===== src/logic/eth_gen_pkg.sv =====
// eth_gen_pkg: shared widths, frame sizes and CRC-32 constants for the frame generator

package eth_gen_pkg;

   // ----------------------------------------
   // data types
   // ----------------------------------------
   typedef logic [7:0]  octet_t;    // one frame byte
   typedef logic [31:0] word_t;     // one client word
   typedef logic [47:0] mac_addr_t; // dst / src address
   typedef logic [15:0] len_t;      // length, type or gap
   typedef logic [1:0]  empty_t;    // unused bytes in eop word
   typedef logic [31:0] fcs_t;      // crc register

   // ----------------------------------------
   // frame layout
   // ----------------------------------------
   localparam len_t HEADER_BYTES   = 16'd14; // dst + src + len/type
   localparam len_t MIN_DATA_BYTES = 16'd60; // pad target, fcs excluded
   localparam int   FCS_BYTES      = 4;
   localparam int   WORD_BYTES     = 4;      // bytes per dout word

   // ----------------------------------------
   // crc-32, lsb first form
   // ----------------------------------------
   localparam fcs_t CRC_POLY = 32'hEDB8_8320; // 0x04c11db7 bit reversed
   localparam fcs_t CRC_INIT = 32'hFFFF_FFFF;

endpackage


===== src/logic/byte_stream_if.sv =====
// byte_stream_if: octet stream between generator stages, valid/ready with end of frame flag
`timescale 1ns/1ns

interface byte_stream_if import eth_gen_pkg::*; ();

   octet_t data;  // frame byte
   logic   valid; // data holds until taken
   logic   ready; // sink can take a byte
   logic   last;  // final byte of frame

   // producer side
   modport src (
      output data,
      output valid,
      output last,
      input  ready
   );

   // consumer side
   modport snk (
      input  data,
      input  valid,
      input  last,
      output ready
   );

endinterface


===== src/logic/frame_control.sv =====
// frame_control: accepts start, holds done low per frame and times the inter-packet gap
`timescale 1ns/1ns

module frame_control import eth_gen_pkg::*; (
   input  logic clk,
   input  logic reset,
   input  logic start,     // request a frame
   input  len_t ipg_len,   // gap in bytes
   input  logic frame_end, // eop word taken
   output logic frame_go,  // one cycle, fields captured
   output logic done       // ready for next start
);

   typedef enum logic [1:0] {
      ST_IDLE,
      ST_BUSY,
      ST_GAP
   } ctrl_state_t;

   ctrl_state_t state;
   len_t        gap_cnt;   // remaining gap words minus one
   logic [16:0] gap_sum;   // ipg_len + 3, no overflow
   len_t        gap_load;

   // gap in words, rounded up, never below one
   assign gap_sum  = {1'b0, ipg_len} + 17'd3;
   assign gap_load = (gap_sum[16:2] == 15'd0) ? 16'd0 : {1'b0, gap_sum[16:2]} - 16'd1;

   // ----------------------------------------
   // frame / gap sequencing
   // ----------------------------------------
   always_ff @(posedge clk or posedge reset)
   begin
      if (reset)
      begin
         state    <= ST_IDLE;
         gap_cnt  <= '0;
         frame_go <= 1'b0;
         done     <= 1'b1; // idle after reset
      end
      else
      begin
         frame_go <= 1'b0;
         case (state)
            ST_IDLE:
            begin
               if (start && done)
               begin
                  frame_go <= 1'b1;
                  done     <= 1'b0;
                  gap_cnt  <= gap_load; // ipg sampled at accept
                  state    <= ST_BUSY;
               end
            end
            ST_BUSY:
            begin
               if (frame_end)
                  state <= ST_GAP; // gap starts after eop
            end
            ST_GAP:
            begin
               if (gap_cnt == '0)
               begin
                  done  <= 1'b1;
                  state <= ST_IDLE;
               end
               else
                  gap_cnt <= gap_cnt - 16'd1;
            end
            default:
               state <= ST_IDLE;
         endcase
      end
   end

endmodule


===== src/logic/frame_byte_gen.sv =====
// frame_byte_gen: emits header, counting payload and zero pad bytes of one frame
`timescale 1ns/1ns

module frame_byte_gen import eth_gen_pkg::*; (
   input  logic          clk,
   input  logic          reset,
   input  logic          frame_go,    // capture fields, start frame
   input  mac_addr_t     dst,
   input  mac_addr_t     src,
   input  len_t          len,         // payload bytes
   input  len_t          frmtype,     // nonzero replaces len
   input  octet_t        cntstart,    // first payload byte
   input  octet_t        cntstep,     // payload increment
   input  logic          payload_err, // corrupt last payload byte
   input  logic          pad_en,      // pad to minimum size
   byte_stream_if.src    bytes
);

   typedef enum logic [1:0] {
      ST_IDLE,
      ST_HDR,
      ST_PAY,
      ST_PAD
   } gen_state_t;

   gen_state_t                  state, nxt_state;
   logic [HEADER_BYTES*8-1:0]   hdr_q;      // header, next byte on top
   octet_t                      cnt;        // running payload value
   octet_t                      step_q;
   len_t                        idx;        // byte index in frame
   len_t                        pay_end_q;  // index of last payload byte
   len_t                        last_idx_q; // index of last data byte
   logic                        perr_q;
   len_t                        data_len, frame_len, type_sel;
   octet_t                      nxt_data;
   logic                        nxt_last;
   logic                        emit;       // load a new byte

   // address bytes leave low byte first
   function automatic mac_addr_t mac_wire_order(input mac_addr_t a);
      return {a[7:0], a[15:8], a[23:16], a[31:24], a[39:32], a[47:40]};
   endfunction

   assign type_sel  = (frmtype != '0) ? frmtype : len;
   assign data_len  = HEADER_BYTES + len;
   assign frame_len = (pad_en && data_len < MIN_DATA_BYTES) ? MIN_DATA_BYTES : data_len;

   assign emit = (state != ST_IDLE) && (!bytes.valid || bytes.ready);

   // ----------------------------------------
   // next byte and state
   // ----------------------------------------
   always_comb
   begin
      nxt_data  = 8'h00;
      nxt_state = state;
      nxt_last  = (idx == last_idx_q);
      case (state)
         ST_HDR:
         begin
            nxt_data = hdr_q[HEADER_BYTES*8-1 -: 8];
            if (idx == HEADER_BYTES - 16'd1)
               nxt_state = (pay_end_q != idx) ? ST_PAY : ST_PAD; // len 0 skips payload
         end
         ST_PAY:
         begin
            nxt_data = cnt ^ {8{perr_q && idx == pay_end_q}};
            if (idx == pay_end_q)
               nxt_state = ST_PAD;
         end
         default:
            nxt_data = 8'h00; // pad bytes
      endcase
      if (nxt_last)
         nxt_state = ST_IDLE;
   end

   // control, one byte in flight
   always_ff @(posedge clk or posedge reset)
   begin
      if (reset)
      begin
         state       <= ST_IDLE;
         bytes.valid <= 1'b0;
         bytes.last  <= 1'b0;
      end
      else
      begin
         if (frame_go)
            state <= ST_HDR;
         else if (emit)
            state <= nxt_state;
         if (emit)
         begin
            bytes.valid <= 1'b1;
            bytes.last  <= nxt_last;
         end
         else if (bytes.ready)
            bytes.valid <= 1'b0; // byte taken, nothing new
      end
   end

   // ----------------------------------------
   // captured fields and byte datapath
   // ----------------------------------------
   always_ff @(posedge clk)
   begin
      if (frame_go)
      begin
         hdr_q      <= {mac_wire_order(dst), mac_wire_order(src), type_sel};
         cnt        <= cntstart;
         step_q     <= cntstep;
         perr_q     <= payload_err;
         pay_end_q  <= data_len - 16'd1;
         last_idx_q <= frame_len - 16'd1;
         idx        <= '0;
      end
      else if (emit)
      begin
         bytes.data <= nxt_data;
         idx        <= idx + 16'd1;
         if (state == ST_HDR)
            hdr_q <= hdr_q << 8;
         if (state == ST_PAY)
            cnt <= cnt + step_q; // wraps mod 256
      end
   end

endmodule


===== src/logic/fcs_append.sv =====
// fcs_append: forwards frame bytes, runs CRC-32 and appends the four FCS bytes
`timescale 1ns/1ns

module fcs_append import eth_gen_pkg::*; (
   input  logic       clk,
   input  logic       reset,
   input  logic       crc_err,  // corrupt whole fcs
   byte_stream_if.snk data_in,
   byte_stream_if.src data_out
);

   typedef enum logic {
      ST_DATA,
      ST_FCS
   } fcs_state_t;

   fcs_state_t  state;
   fcs_t        crc;       // running crc, reflected
   logic [1:0]  fcs_cnt;   // fcs byte index, low byte first
   logic        in_frame;  // cleared after last data byte
   logic        crc_err_q;
   logic        in_xfer;
   logic        out_free;  // output register can load
   octet_t      fcs_byte;

   // one data byte through the lsb first crc
   function automatic fcs_t crc_byte(input fcs_t c, input octet_t d);
      fcs_t r;
      r = c;
      for (int i = 0; i < 8; i++)
         r = (r >> 1) ^ (CRC_POLY & {32{r[0] ^ d[i]}});
      return r;
   endfunction

   assign out_free      = !data_out.valid || data_out.ready;
   assign data_in.ready = (state == ST_DATA) && out_free; // stalls during fcs
   assign in_xfer       = data_in.valid && data_in.ready;
   assign fcs_byte      = ~crc[{fcs_cnt, 3'b000} +: 8] ^ {8{crc_err_q}};

   // ----------------------------------------
   // pass through, then fcs
   // ----------------------------------------
   always_ff @(posedge clk or posedge reset)
   begin
      if (reset)
      begin
         state          <= ST_DATA;
         fcs_cnt        <= '0;
         in_frame       <= 1'b0;
         data_out.valid <= 1'b0;
         data_out.last  <= 1'b0;
      end
      else
      begin
         if (in_xfer)
         begin
            data_out.valid <= 1'b1;
            data_out.last  <= 1'b0; // last moves to fcs
            in_frame       <= !data_in.last;
            if (data_in.last)
            begin
               state   <= ST_FCS;
               fcs_cnt <= '0;
            end
         end
         else if (state == ST_FCS && out_free)
         begin
            data_out.valid <= 1'b1;
            data_out.last  <= (fcs_cnt == 2'(FCS_BYTES - 1));
            fcs_cnt        <= fcs_cnt + 2'd1;
            if (fcs_cnt == 2'(FCS_BYTES - 1))
               state <= ST_DATA;
         end
         else if (data_out.ready)
            data_out.valid <= 1'b0;
      end
   end

   // crc and byte payload
   always_ff @(posedge clk)
   begin
      if (in_xfer)
      begin
         data_out.data <= data_in.data;
         crc           <= crc_byte(in_frame ? crc : CRC_INIT, data_in.data); // seed on first
         if (!in_frame)
            crc_err_q <= crc_err;
      end
      else if (state == ST_FCS && out_free)
         data_out.data <= fcs_byte;
   end

endmodule


===== src/logic/word_packer.sv =====
// word_packer: collects octets into big-endian 32-bit words with sop, eop and tmod
`timescale 1ns/1ns

module word_packer import eth_gen_pkg::*; (
   input  logic       clk,
   input  logic       reset,
   byte_stream_if.snk bytes,
   output word_t      dout,
   output logic       valid,
   output logic       sop,       // first word of frame
   output logic       eop,       // last word of frame
   output empty_t     tmod,      // unused low bytes on eop
   input  logic       ready,
   output logic       frame_end  // eop word taken this cycle
);

   word_t      acc;        // partial word, newest byte low
   logic [1:0] cnt;        // bytes already in acc
   logic       first_word; // next word opens a frame
   logic       byte_xfer;
   logic       load;       // word complete, move to output
   word_t      word_nxt;

   // output slot must be free to take a byte
   assign bytes.ready = !valid || ready;
   assign byte_xfer   = bytes.valid && bytes.ready;
   assign load        = byte_xfer && (cnt == 2'(WORD_BYTES - 1) || bytes.last);
   assign frame_end   = valid && ready && eop;

   // left align, first byte into 31:24, zero fill
   always_comb
   begin
      case (cnt)
         2'd0:    word_nxt = {bytes.data, 24'h000000};
         2'd1:    word_nxt = {acc[7:0], bytes.data, 16'h0000};
         2'd2:    word_nxt = {acc[15:0], bytes.data, 8'h00};
         default: word_nxt = {acc[23:0], bytes.data};
      endcase
   end

   // ----------------------------------------
   // byte count and output flags
   // ----------------------------------------
   always_ff @(posedge clk or posedge reset)
   begin
      if (reset)
      begin
         cnt        <= '0;
         first_word <= 1'b1;
         valid      <= 1'b0;
         sop        <= 1'b0;
         eop        <= 1'b0;
         tmod       <= '0;
      end
      else
      begin
         if (byte_xfer)
            cnt <= bytes.last ? 2'd0 : cnt + 2'd1; // wraps after four
         if (load)
         begin
            valid      <= 1'b1;
            sop        <= first_word;
            eop        <= bytes.last;
            tmod       <= bytes.last ? 2'(WORD_BYTES - 1) - cnt : 2'd0;
            first_word <= bytes.last; // rearm for next frame
         end
         else if (ready)
         begin
            valid <= 1'b0;
            sop   <= 1'b0;
            eop   <= 1'b0;
            tmod  <= '0;
         end
      end
   end

   // word data
   always_ff @(posedge clk)
   begin
      if (byte_xfer)
         acc <= {acc[23:0], bytes.data};
      if (load)
         dout <= word_nxt;
   end

endmodule


===== src/logic/eth_gen_top.sv =====
// eth_gen_top: Ethernet frame generator, control plus byte, FCS and word stages
`timescale 1ns/1ns

module eth_gen_top import eth_gen_pkg::*; (
   input  logic      clk,
   input  logic      reset,
   input  mac_addr_t dst,
   input  mac_addr_t src,
   input  len_t      len,
   input  len_t      frmtype,
   input  octet_t    cntstart,
   input  octet_t    cntstep,
   input  len_t      ipg_len,
   input  logic      payload_err,
   input  logic      crc_err,
   input  logic      pad_en,
   input  logic      start,
   input  logic      ready,
   output word_t     dout,
   output logic      valid,
   output logic      sop,
   output logic      eop,
   output empty_t    tmod,
   output logic      done
);

   logic frame_go;  // fields captured
   logic frame_end; // eop word out

   byte_stream_if gen_bytes ();  // header/payload/pad stream
   byte_stream_if fcs_bytes ();  // same plus fcs

   // ----------------------------------------
   // control
   // ----------------------------------------
   frame_control u_ctrl (
      .clk       (clk),
      .reset     (reset),
      .start     (start),
      .ipg_len   (ipg_len),
      .frame_end (frame_end),
      .frame_go  (frame_go),
      .done      (done)
   );

   // ----------------------------------------
   // byte chain
   // ----------------------------------------
   frame_byte_gen u_gen (
      .clk         (clk),
      .reset       (reset),
      .frame_go    (frame_go),
      .dst         (dst),
      .src         (src),
      .len         (len),
      .frmtype     (frmtype),
      .cntstart    (cntstart),
      .cntstep     (cntstep),
      .payload_err (payload_err),
      .pad_en      (pad_en),
      .bytes       (gen_bytes.src)
   );

   fcs_append u_fcs (
      .clk      (clk),
      .reset    (reset),
      .crc_err  (crc_err),
      .data_in  (gen_bytes.snk),
      .data_out (fcs_bytes.src)
   );

   word_packer u_pack (
      .clk       (clk),
      .reset     (reset),
      .bytes     (fcs_bytes.snk),
      .dout      (dout),
      .valid     (valid),
      .sop       (sop),
      .eop       (eop),
      .tmod      (tmod),
      .ready     (ready),
      .frame_end (frame_end)
   );

endmodule


===== config.mk =====
export PLATFORM = sky130hd
export DESIGN_NAME = eth_gen_top
export DESIGN_NICKNAME = d
export VERILOG_FILES = /design/src/logic/eth_gen_pkg.sv /design/src/logic/byte_stream_if.sv /design/src/logic/frame_control.sv /design/src/logic/frame_byte_gen.sv /design/src/logic/fcs_append.sv /design/src/logic/word_packer.sv /design/src/logic/eth_gen_top.sv
export SDC_FILE = /design/constraint.sdc
export NUM_CORES = 1
export LEC_CHECK = 0
export BUFFER_PORTS_ARGS = -buffer_cell sky130_fd_sc_hd__buf_2
export CORE_MARGIN = 2
export CORE_UTILIZATION = 42
export CTS_CLUSTER_SIZE = 28
export DETAILED_ROUTE_END_ITERATION = 10
export SYNTH_ARGS = -nofsm -noshare
export SYNTH_HDL_FRONTEND = slang
export SYNTH_HIERARCHICAL = 1
export SYNTH_SLANG_ARGS = --single-unit

===== constraint.sdc =====
create_clock -name clk -period 4.5 [get_ports clk]
set_input_delay 0.45 -clock clk [delete_from_list [all_inputs] [get_ports clk]]
set_output_delay 0.45 -clock clk [all_outputs]
set_load 0.02 [all_outputs]

# --- Yosys cells after proc, flatten, opt, wreduce, memory -nomap -nowiden ---
# Index checks and enable logic that the tools add are counted.
classes:
  n_addsub: 11
  magnitude_cmp: 1
  n_eq_ne: 19
  n_shift: 1
  muxes: 55
  n_bitwise: 22
  reduce_logical: 45
op_table:
  columns: ["op", "count"]
  rows:
  - ["112-bit 2-to-1 mux", 3]
  - ["31-bit by 32-bit XOR with 32-bit output", 8]
  - ["32-bit one-hot mux with 3 select lines", 1]
  - ["16-bit 2-to-1 mux", 5]
  - ["16-bit by 1-bit subtractor with 16-bit output (second input constant)", 3]
  - ["8-bit 2-to-1 mux", 5]
  - ["16-bit equality test", 2]
  - ["32-bit 2-to-1 mux", 1]
  - ["16-bit one-hot mux with 2 select lines", 1]
  - ["32-bit by 6-bit variable part select with 8-bit output", 1]
  - ["2-bit 2-to-1 mux", 15]
  - ["1-bit 2-to-1 mux", 20]
  - ["2-bit nonzero test", 9]
  - ["16-bit by 2-bit adder with 17-bit output (second input constant)", 1]
  - ["16-bit by 1-bit adder with 16-bit output (second input constant)", 1]
  - ["4-bit by 16-bit adder with 16-bit output (first input constant)", 1]
  - ["16-bit by 4-bit equality test with 1-bit output (second input constant)", 1]
  - ["16-bit logical NOT", 1]
  - ["16-bit by 6-bit less-than comparator with 1-bit output (second input constant)", 1]
  - ["16-bit != test", 1]
  - ["8-bit one-hot mux with 2 select lines", 1]
  - ["16-bit nonzero test", 1]
  - ["15-bit by 1-bit subtractor with 16-bit output (second input constant)", 1]
  - ["8-bit XOR", 2]
  - ["other kinds (24)", 68]
totals:
  regBits: 320
  output_inout_bits: 38

# --- Longest topological paths before layout ---
# Gate-level depths: netlist of run 1.
depth:
  ltp_word: 17
  mapped_depth: 19
  depth_no_buf: 15

# --- By module ---
# Netlist of run 1, hierarchy kept.
by_module_without_submodules:
  columns: ["module", "n_inst", "cells_per_inst", "area_per_inst_um2"]
  rows:
  - ["frame_byte_gen", 1, 775, 9680.5]
  - ["fcs_append", 1, 266, 3115.5]
  - ["word_packer", 1, 176, 2608.8]
  - ["frame_control", 1, 181, 1505.2]

# --- Worst setup path before layout of run 1 ---
# OpenSTA, ideal clock, no wires.
synth_timing:
  kind: "reg-to-reg"
  start: "reg u_ctrl.frame_go"
  end: "reg u_gen.hdr_q[0], enable pin"
  setup_time_ns: 0.470
  arrival_ns: 4.182
  required_time_ns: 4.030
  slack_ns: -0.151
  path_stages_with_launch: 4
  n_path_buf: 2
  synth_period_minus_slack_ns: 4.651
  cell_sequence: "dfrtp_1 > buf_1 > clkbuf_1 > a21o_1"
synth_between:
  elab_chain_len: 2
synth_rtl:
  columns: ["element", "line", "source"]
  rows:
  - ["start, declared", "frame_control.sv:10", "output logic frame_go,"]
  - ["start signal, assigned", "frame_control.sv:38", "frame_go <= 1'b0;"]
  - ["start signal, assigned", "frame_control.sv:43", "frame_go <= 1'b0;"]
  - ["start signal, assigned", "frame_control.sv:49", "frame_go <= 1'b1;"]
  - ["2-bit nonzero test (no source line)", null, null]
  - ["2-bit AND reduction (no source line) *", null, null]
  - ["end signal, assigned", "frame_byte_gen.sv:110", "hdr_q <= {mac_wire_order(dst), mac_wire_order(src), type_sel};"]
  - ["end signal, assigned", "frame_byte_gen.sv:123", "hdr_q <= hdr_q << 8;"]
  - ["end, declared", "frame_byte_gen.sv:27", "logic [HEADER_BYTES*8-1:0] hdr_q;"]
# Mark *: on every way between the ends. The rest lies on a longest branch, timed or not.
# A chain may end at the register's enable or synchronous reset.

# --- Worst setup path after layout of run 1 ---
layout_timing:
  start: "in len[2]"
  end: "reg u_gen.last_idx_q[14], data pin"
layout_between:
  elab_chain_len: 5
layout_rtl:
  columns: ["element", "line", "source"]
  rows:
  - ["start, declared", "eth_gen_top.sv:9", "input len_t len,"]
  - ["4-bit by 16-bit adder with 16-bit output *", "frame_byte_gen.sv:45", "assign data_len = HEADER_BYTES + len;"]
  - ["16-bit by 6-bit less-than comparator with 1-bit output", "frame_byte_gen.sv:46", "assign frame_len = (pad_en && data_len < MIN_DATA_BYTES) ? MIN_DATA_BYTES : data_len;"]
  - ["1-bit logical AND", "frame_byte_gen.sv:46", null]
  - ["16-bit 2-to-1 mux *", "frame_byte_gen.sv:46", null]
  - ["16-bit by 1-bit subtractor with 16-bit output *", "frame_byte_gen.sv:115", "last_idx_q <= frame_len - 16'd1;"]
  - ["end signal, assigned", "frame_byte_gen.sv:115", null]
  - ["end, declared", "frame_byte_gen.sv:32", "len_t last_idx_q;"]
# Marks and branches as above.

==> out/results.ini, run 1 <==
[cts]
cts_buffers = 37
cts_num_sinks = 320
clk_latency_ps = 550
cts_buffer_depth = 3
htreeDepth = 2
post_cts_buffers = 0
root_buffer = clkbuf_16
cts_tree = built
clk_pin_slew_worst_paths_ps = 70

[setup_path]
timing.rr.start = u_pack/valid
crit_arrival_ps = 4030
end_kind = flop
rrSetupSlack_ps = 1720
worst_r2r_endpoint = u_gen/hdr_q[72]
cp_max_fo = 11
reg2reg_depth = 8
worstSetupPathType = input pin to flop
crit_required_ps = 4770
critPathLaunchType = input pin

[routing]
drt_iter0_drc = 689
drt-wirelength-per-cell_microns = 17.45
ant_nets = 0
first_pass_iters = 5
viasPerCell = 5.209
drc = 0
routed_wl_microns = 37280
dr_total_vias = 11126

[floorplanning]
start_util_pct = 42.56
std_cell_rows = 73
die_width_microns = 204.7
num_io_pins = 205
core_area_sq_um = 39730
die_area_sq_um = 41880
die_y_microns = 204.7

[power]
power.density_nw_per_um2 = 641.2
p_comb_share_pct = 36.9
pwr-share-clk_pct = 24.0
power_switching_uw = 4209
p_sw_share_pct = 33.46
ir_worst_vdd_uv = 345.0
leakage_uw = 0.007125
p_int_uw = 8369
power_frac_seq_pct = 39.1

[sta]
skew_ps = 16.85
min_period_ps = 3754
setup-violations-final = 0
max_freq_mhz = 266.4
fin_crit_sh_pct = 83.41
worst_slack_ps = 746.5
tightest_slew_ps = 1107
hold_viol_final = 0
rsz0062_at_grt = false
finalSetupTns_ps = 0
slew_violations = 0
slew_headroom_pct = 25.49

[grt]
grt_pass1_vias = 11069
overflow = 0
grt_start_max_net_pins = 113
grt_util_all_layers_pct = 17.94
antenna_found_initial = 16
grt_pass1_wl_microns = 59460

[yosys]
synthSimpleGateAreaFrac_pct = 11.45
synth_top_family_by_area = XOR/XNOR gates
yosys-mux-area-fraction_pct = 7.999
synth-edff-count = 266
synth_area_sq_um = 16910
synth_nets = 1590
synth-adder-area-share_pct = 2.013
yosysSeqAreaShare_pct = 54.77
synth_seq_cells = 320
synth-compound-area-share_pct = 8.864
synthXorXnorAreaFrac_pct = 11.71
ys.flop_type = edfxtp_1
async_flop_share_pct = 11.88
syn_inst = 1398
ys_types = 88
synth_warnings = 6
avgSynthCellArea_sq_um = 12.10

[cells_and_area]
syn_to_final_growth_pct = 16.00
final_net_count = 1768
drive_above_1_share_pct = 25.75
layout_common_cells = 266 x edfxtp_1, 204 x buf_2, 122 x xnor2_1
postLayoutCellArea_sq_um = 19620
layout_commonest_cell = edfxtp_1

[placement]
portBuffers = 204
gp_routability_congestion = 0.8710
dp_slack_ps = 251.5
dpl_cell_area_sq_um = 18370
dp_hpwl_microns = 26470

[worst_hold_path]
hold_end = u_gen/step_q[2]
hp-class = input pin to flop
hold_start = cntstep[2]
whs_path_depth = 1

[run_status]
status = completed

[run]
max_cap_viol_count = 0

-- synth_stat cells (7+ instances only) --
master	count	share of area, %
o211ai_1	7	0.31
nand2_1	115	2.6
mux4_2	8	1.1
dfxtp_1	16	1.9
a22oi_1	10	0.44
buf_2	19	0.56
edfxtp_1	266	47
a21o_1	7	0.31
xnor2_1	122	6.3
a21oi_1	54	1.6
a22o_1	8	0.41
clkbuf_1	49	1.1
dfrtp_1	36	5.3
and2_1	10	0.37
xor2_1	84	4.4
or3_1	15	0.55
o221ai_1	9	0.47
o311ai_1	7	0.36
nor2b_1	21	0.78
nor2_1	61	1.4
o21ai_0	65	1.9
nand3_1	23	0.68
mux2i_1	8	0.47
nor4_1	13	0.48
nand2b_1	11	0.41
a21boi_0	9	0.40
ha_1	24	1.8
inv_1	41	0.91
a222oi_1	8	0.47
nor3b_1	9	0.40
nor3_1	20	0.59
nand4_1	20	0.74
and3_1	10	0.37
mux2_2	97	6.5
-- layout make-up --
type | instances | area (sq um)
inverters | 43 | 161.4
clock buffers | 44 | 952.2
diodes | 7 | 17.52
multi-input cells | 952 | 7117
flip-flops and latches | 320 | 9265
fillers | 3550 | 20120
repair buffers | 222 | 1184
clock inverters | 23 | 262.8
well taps | 525 | 656.9
-- metal layers --
layer / wire [microns] / up-vias / global-route usage [%]
met1: 16460 / 5258 / 23.39
li1: - / 5476 / -
met4: 1060 / 20 / 6.366
met3: 2270 / 90 / 5.043
met2: 17370 / 282 / 28.60
met5: 119 / - / 0
-- worst max-delay path by stage --
stage                     startpoint                    to  slack (ps)  cells past startpoint
final                         len[2]  u_gen/last_idx_q[14]         750                     14
after CTS                     len[2]  u_gen/last_idx_q[14]         820                     14
after global routing          len[2]  u_gen/last_idx_q[14]         480                     15
after global placement        len[2]  u_gen/last_idx_q[14]         300                     14
after detailed placement      len[2]  u_gen/last_idx_q[14]         250                     15
after floorplan               len[1]  u_gen/last_idx_q[14]         460                     16
-- critical path: stages --
cell and delay, ps:
buf_2 160, inv_1 100, ha_1 190, nor2b_1 160, or3_4 390, o21a_1 220
or4_4 620, or3_4 450, nand2_1 100, ha_1 180, nand2_1 130, nor3_1 420
o2111ai_1 230, xor2_1 190
-- power by group through the flow --
| stage | clock, uW | combinational [uW] | sequential, uW |
|---|---|---|---|
| after detailed placement | 0 | 4670 | 4990 |
| after CTS | 3130 | 4690 | 4930 |
| final | 3020 | 4640 | 4920 |
| after floorplan | 0 | 3820 | 4810 |
| after global routing | 3220 | 5160 | 5000 |
| after global placement | 0 | 4580 | 4970 |
-- sequential cells by signal, indices dropped and copies added (netlist names), 16 cells and up --
signal,cells
u_fcs/crc,32
u_pack/dout,32
u_gen/idx,16
u_ctrl/gap_cnt,16
u_gen/last_idx_q,16
u_gen/pay_end_q,16
u_pack/acc,24
u_gen/hdr_q,112
-- what timing repair did --
action | in CTS | in global routing
endpoints found under the hold margin | 17 | 0
hold buffers | 1 | 0
gates resized for setup | 0 | 0
-- cell families (layout without fill, tap and decap cells) --
kind of cell / after synthesis / count (layout)
multiplexers: 113 / 113
buffers and inverters: 126 / 332
other: 0 / 7
flip-flops: 320 / 320
AO/OA/AOI/OAI: 228 / 228
AND/OR/NAND/NOR: 370 / 370
adder cells (fa/ha/maj): 27 / 27
XOR/XNOR: 214 / 214
-- per-stage QoR --
step / power (uW) / hold WS (ps) / instances / utilization (%)
final: 12580 / 74.05 / 2136 / 49.37
after global routing: 13380 / 60.23 / 2133 / 49.35
after CTS: 12750 / 41.69 / 2129 / 49.33
after detailed placement: 9657 / 417.5 / 2061 / 46.24
after global placement: 9544 / 408.0 / 2061 / 46.24
after floorplan: 8636 / 216.1 / 1398 / -
Note: power is estimated with default switching activity, not from simulation.
==> run 2, diff against run 1 <==
--- a/config.mk
+++ b/config.mk
@@ -5,6 +5,7 @@
 export SDC_FILE = /design/constraint.sdc
 export NUM_CORES = 1
 export LEC_CHECK = 0
+export ABC_AREA = 1
 export BUFFER_PORTS_ARGS = -buffer_cell sky130_fd_sc_hd__buf_2
 export CORE_MARGIN = 2
 export CORE_UTILIZATION = 42
==> constraint.sdc (replaced) <==
create_clock -name clk -period 3.15 [get_ports clk]
set_input_delay 0.315 -clock clk [delete_from_list [all_inputs] [get_ports clk]]
set_output_delay 0.315 -clock clk [all_outputs]
set_load 0.02 [all_outputs]
==> run 2 against run 1 <==
Compared with the run above:
- sequential cell count stayed put
- worst hold slack worse by 25 ps
- non-clock buffer count is 11 higher
- cell count increased by 34%
- power rose by 43%
- global-route usage rose by 0.74 points
- setup slack worse by 54 ps
- register-to-register slack got worse by 950 ps
==> out/results.ini, run 2 <==
[cts]
postCtsHoldBufs = 11  ; was 1
htreeDepth = 2  ; unchanged
cts_tree = built  ; unchanged
cts_num_sinks = 320  ; unchanged
post_cts_buffers = 0  ; unchanged
clk_pin_slew_worst_paths_ps = 60  ; was 70 ps
clk_latency_ps = 530  ; was 550 ps
root_buffer = clkbuf_16  ; unchanged
cts_buffers = 37  ; unchanged
cts-resized-gates = 0  ; unchanged
cts_buffer_depth = 3  ; unchanged

[setup_path]
critPathLaunchType = input pin  ; unchanged
cp_slowest_cell = ha_1  ; was or4_4
crit_arrival_ps = 2740  ; was 4030 ps
timing.rr.start = u_fcs/in_frame  ; was u_pack/valid
worstPathCellList = buf_2, inv_1, ha_1, nand2_2, nand3_2, nand2_1, nand2_1, nand2_2, inv_2, nand3_1, nor2_2, nand2_4, nand2_1, ha_1, nand4_2, nor2_4, nand2_1, nand2_1, nand2_1  ; was buf_2, inv_1, ha_1, nor2b_1, or3_4, o21a_1, or4_4, or3_4, nand2_1, ha_1, nand2_1, nor3_1, o2111ai_1, xor2_1
path_common_cell = nand2_1
critPathLaunch = len[1]  ; was len[2]
crit_required_ps = 3430  ; was 4770 ps
rrSetupSlack_ps = 770  ; was 1720 ps
cp_max_fo = 7  ; was 11
worst_r2r_endpoint = u_fcs/crc[19]  ; was u_gen/hdr_q[72]
critPathCapture = u_gen/last_idx_q[14]  ; unchanged
reg2reg_depth = 12  ; was 8
end_kind = flop  ; unchanged
worstSetupPathType = input pin to flop  ; unchanged
critical_path.max_stage_delay_ps = 340  ; was 620 ps

[routing]
drt_iter0_drc = 1009  ; was 689
drt-wirelength-per-cell_microns = 14.40  ; was 17.45 microns
routed_wl_microns = 41330  ; was 37280 microns
drc = 0  ; unchanged
viasPerCell = 4.939  ; was 5.209
dr_total_vias = 14175  ; was 11126
first_pass_iters = 5  ; unchanged
ant_nets = 0  ; unchanged

[yosys]
syn_inst = 2080  ; was 1398
synth_warnings = 6  ; unchanged
ys.flop_type = edfxtp_1  ; unchanged
synth_seq_cells = 320  ; unchanged
yosys.area.top_type_share_pct = 44.93  ; was 47.24%
yosysSeqAreaShare_pct = 52.10  ; was 54.77%
yosys.area.top_type = edfxtp_1  ; unchanged
ys_types = 57  ; was 88
synth-edff-count = 266  ; unchanged
netlist_top_cells_area = edfxtp_1 45%, nand2_1 15%, dfrtp_1 5.1%  ; was edfxtp_1 47%, mux2_2 6.5%, xnor2_1 6.3%
synth_nets = 2272  ; was 1590
synthTopCellsByCount = 733 x nand2_1, 266 x edfxtp_1, 211 x inv_1, 164 x nor2_1, 87 x o21ai_0  ; was 266 x edfxtp_1, 122 x xnor2_1, 115 x nand2_1, 97 x mux2_2, 84 x xor2_1
synth_area_sq_um = 17780  ; was 16910 sq um
avgSynthCellArea_sq_um = 8.547  ; was 12.10 sq um
async_flop_share_pct = 11.88  ; unchanged
synth.most_common_cell = nand2_1  ; was edfxtp_1

[grt]
overflow = 0  ; unchanged
grt_pass1_wl_microns = 67420  ; was 59460 microns
grt_pass1_vias = 13662  ; was 11069
antenna_found_initial = 13  ; was 16
grt_util_all_layers_pct = 18.69  ; was 17.94%
grt_start_max_net_pins = 114  ; was 113

[floorplanning]
die_y_microns = 209.7  ; was 204.7 microns
core_area_sq_um = 41850  ; was 39730 sq um
die_area_sq_um = 43990  ; was 41880 sq um
start_util_pct = 42.48  ; was 42.56%
num_io_pins = 205  ; unchanged
std_cell_rows = 75  ; was 73
die_width_microns = 209.7  ; was 204.7 microns

[sta]
skew_ps = 16.47  ; was 16.85 ps
min_period_ps = 2457
setup-violations-final = 0  ; unchanged
max_freq_mhz = 407.0
fin_crit_sh_pct = 78.01
finalSetupTns_ps = 0  ; unchanged
tightest_slew_ps = 994.2  ; was 1107 ps
slew_violations = 0  ; unchanged
rsz0062_at_grt = false  ; unchanged
worst_slack_ps = 692.7  ; was 746.5 ps
slew_headroom_pct = 33.65  ; was 25.49%
hold_viol_final = 0  ; unchanged

[power]
power_uw = 17940  ; was 12580 uW
leakage_uw = 0.009375  ; was 0.007125 uW
power.density_nw_per_um2 = 864.7  ; was 641.2 nW/um^2
ir_worst_vdd_uv = 390.8  ; was 345.0 uV

[cells_and_area]
syn_to_final_growth_pct = 16.68  ; was 16.00%
filler_cell_count = 3982  ; was 3550
drive_above_1_share_pct = 17.60  ; was 25.75%
layout_common_cells = 731 x nand2_1, 266 x edfxtp_1, 210 x inv_1  ; was 266 x edfxtp_1, 204 x buf_2, 122 x xnor2_1
final_net_count = 2488  ; was 1768
top_register = u_gen/hdr_q  ; unchanged
largest_register_ff_count = 112  ; unchanged
top_regs = u_gen/hdr_q (112), u_fcs/crc (32), u_pack/dout (32)  ; unchanged
layout_commonest_cell = nand2_1  ; was edfxtp_1

[placement]
dp_slack_ps = 152.2  ; was 251.5 ps
dp_hpwl_microns = 30190  ; was 26470 microns
gp_routability_congestion = 0.8910  ; was 0.8710
portBuffers = 204  ; unchanged

[worst_hold_path]
hp-class = input pin to flop  ; unchanged

[run]
max_cap_viol_count = 0  ; unchanged

[run_status]
status = completed  ; unchanged

run 2: layout make-up:
type                            instances  area, sq um  area share [%]
Sequential cell                       320         9266           44.67
Multi-Input combinational cell       1473         7393           35.64
Timing Repair Buffer                  233         1329           6.406
Clock buffer                           53         1046           5.043
Inverter                              231        878.3           4.235
Tap cell                              539        674.4           3.251
Clock inverter                         14        137.6          0.6635
Antenna cell                            7        17.52         0.08445
run 2: cell families (layout without fill, tap and decap cells):
group,after synthesis,in the layout,share of synthesized area (%)
simple gates,1144,1144,28.05
xor+xnor,100,100,5.244
other cells,0,7,0
flops,320,320,52.10
buf+inv,287,531,6.447
fa+ha+maj,25,25,1.802
compound gates,204,204,6.363
run 2: power breakdown:
group | switching, uW | internal [uW]
sequential | 726 | 6550
combinational | 4230 | 2270
clock | 1690 | 2480
run 2: worst min-delay path by stage:
stage,start,to,depth (start not counted)
global route,src[16],u_gen/hdr_q[40],3
finish,src[16],u_gen/hdr_q[40],3
detailed placement,reset,u_gen/bytes.valid,2
CTS,src[28],u_gen/hdr_q[36],3
floorplan,reset,u_gen/bytes.last,1
global placement,reset,u_gen/bytes.last,2
run 2: stage by stage:
step	area [sq um]	hold WS (ps)	cells	util (%)
finish	20740	49.20	2870	49.56
global placement	19430	277.4	2785	46.43
global route	20740	33.63	2869	49.55
detailed placement	19430	282.5	2785	46.43
floorplan	17800	81.08	2080	-
CTS	20720	19.51	2863	49.52
run 2: worst max-delay path: cells and delay by family:
kind,cells,cell delay (ps)
adders and majority gates,2,540
buffers and inverters,3,420
and+or+nand+nor,14,1460
run 2: metal layers:
layer | track usage, % | wire [microns] | up-vias
met4 | 5.258 | 821 | 12
li1 | - | - | 7196
met1 | 25.26 | 18930 | 6514
met5 | 0 | 72 | -
met2 | 30.10 | 18760 | 386
met3 | 4.429 | 2751 | 67
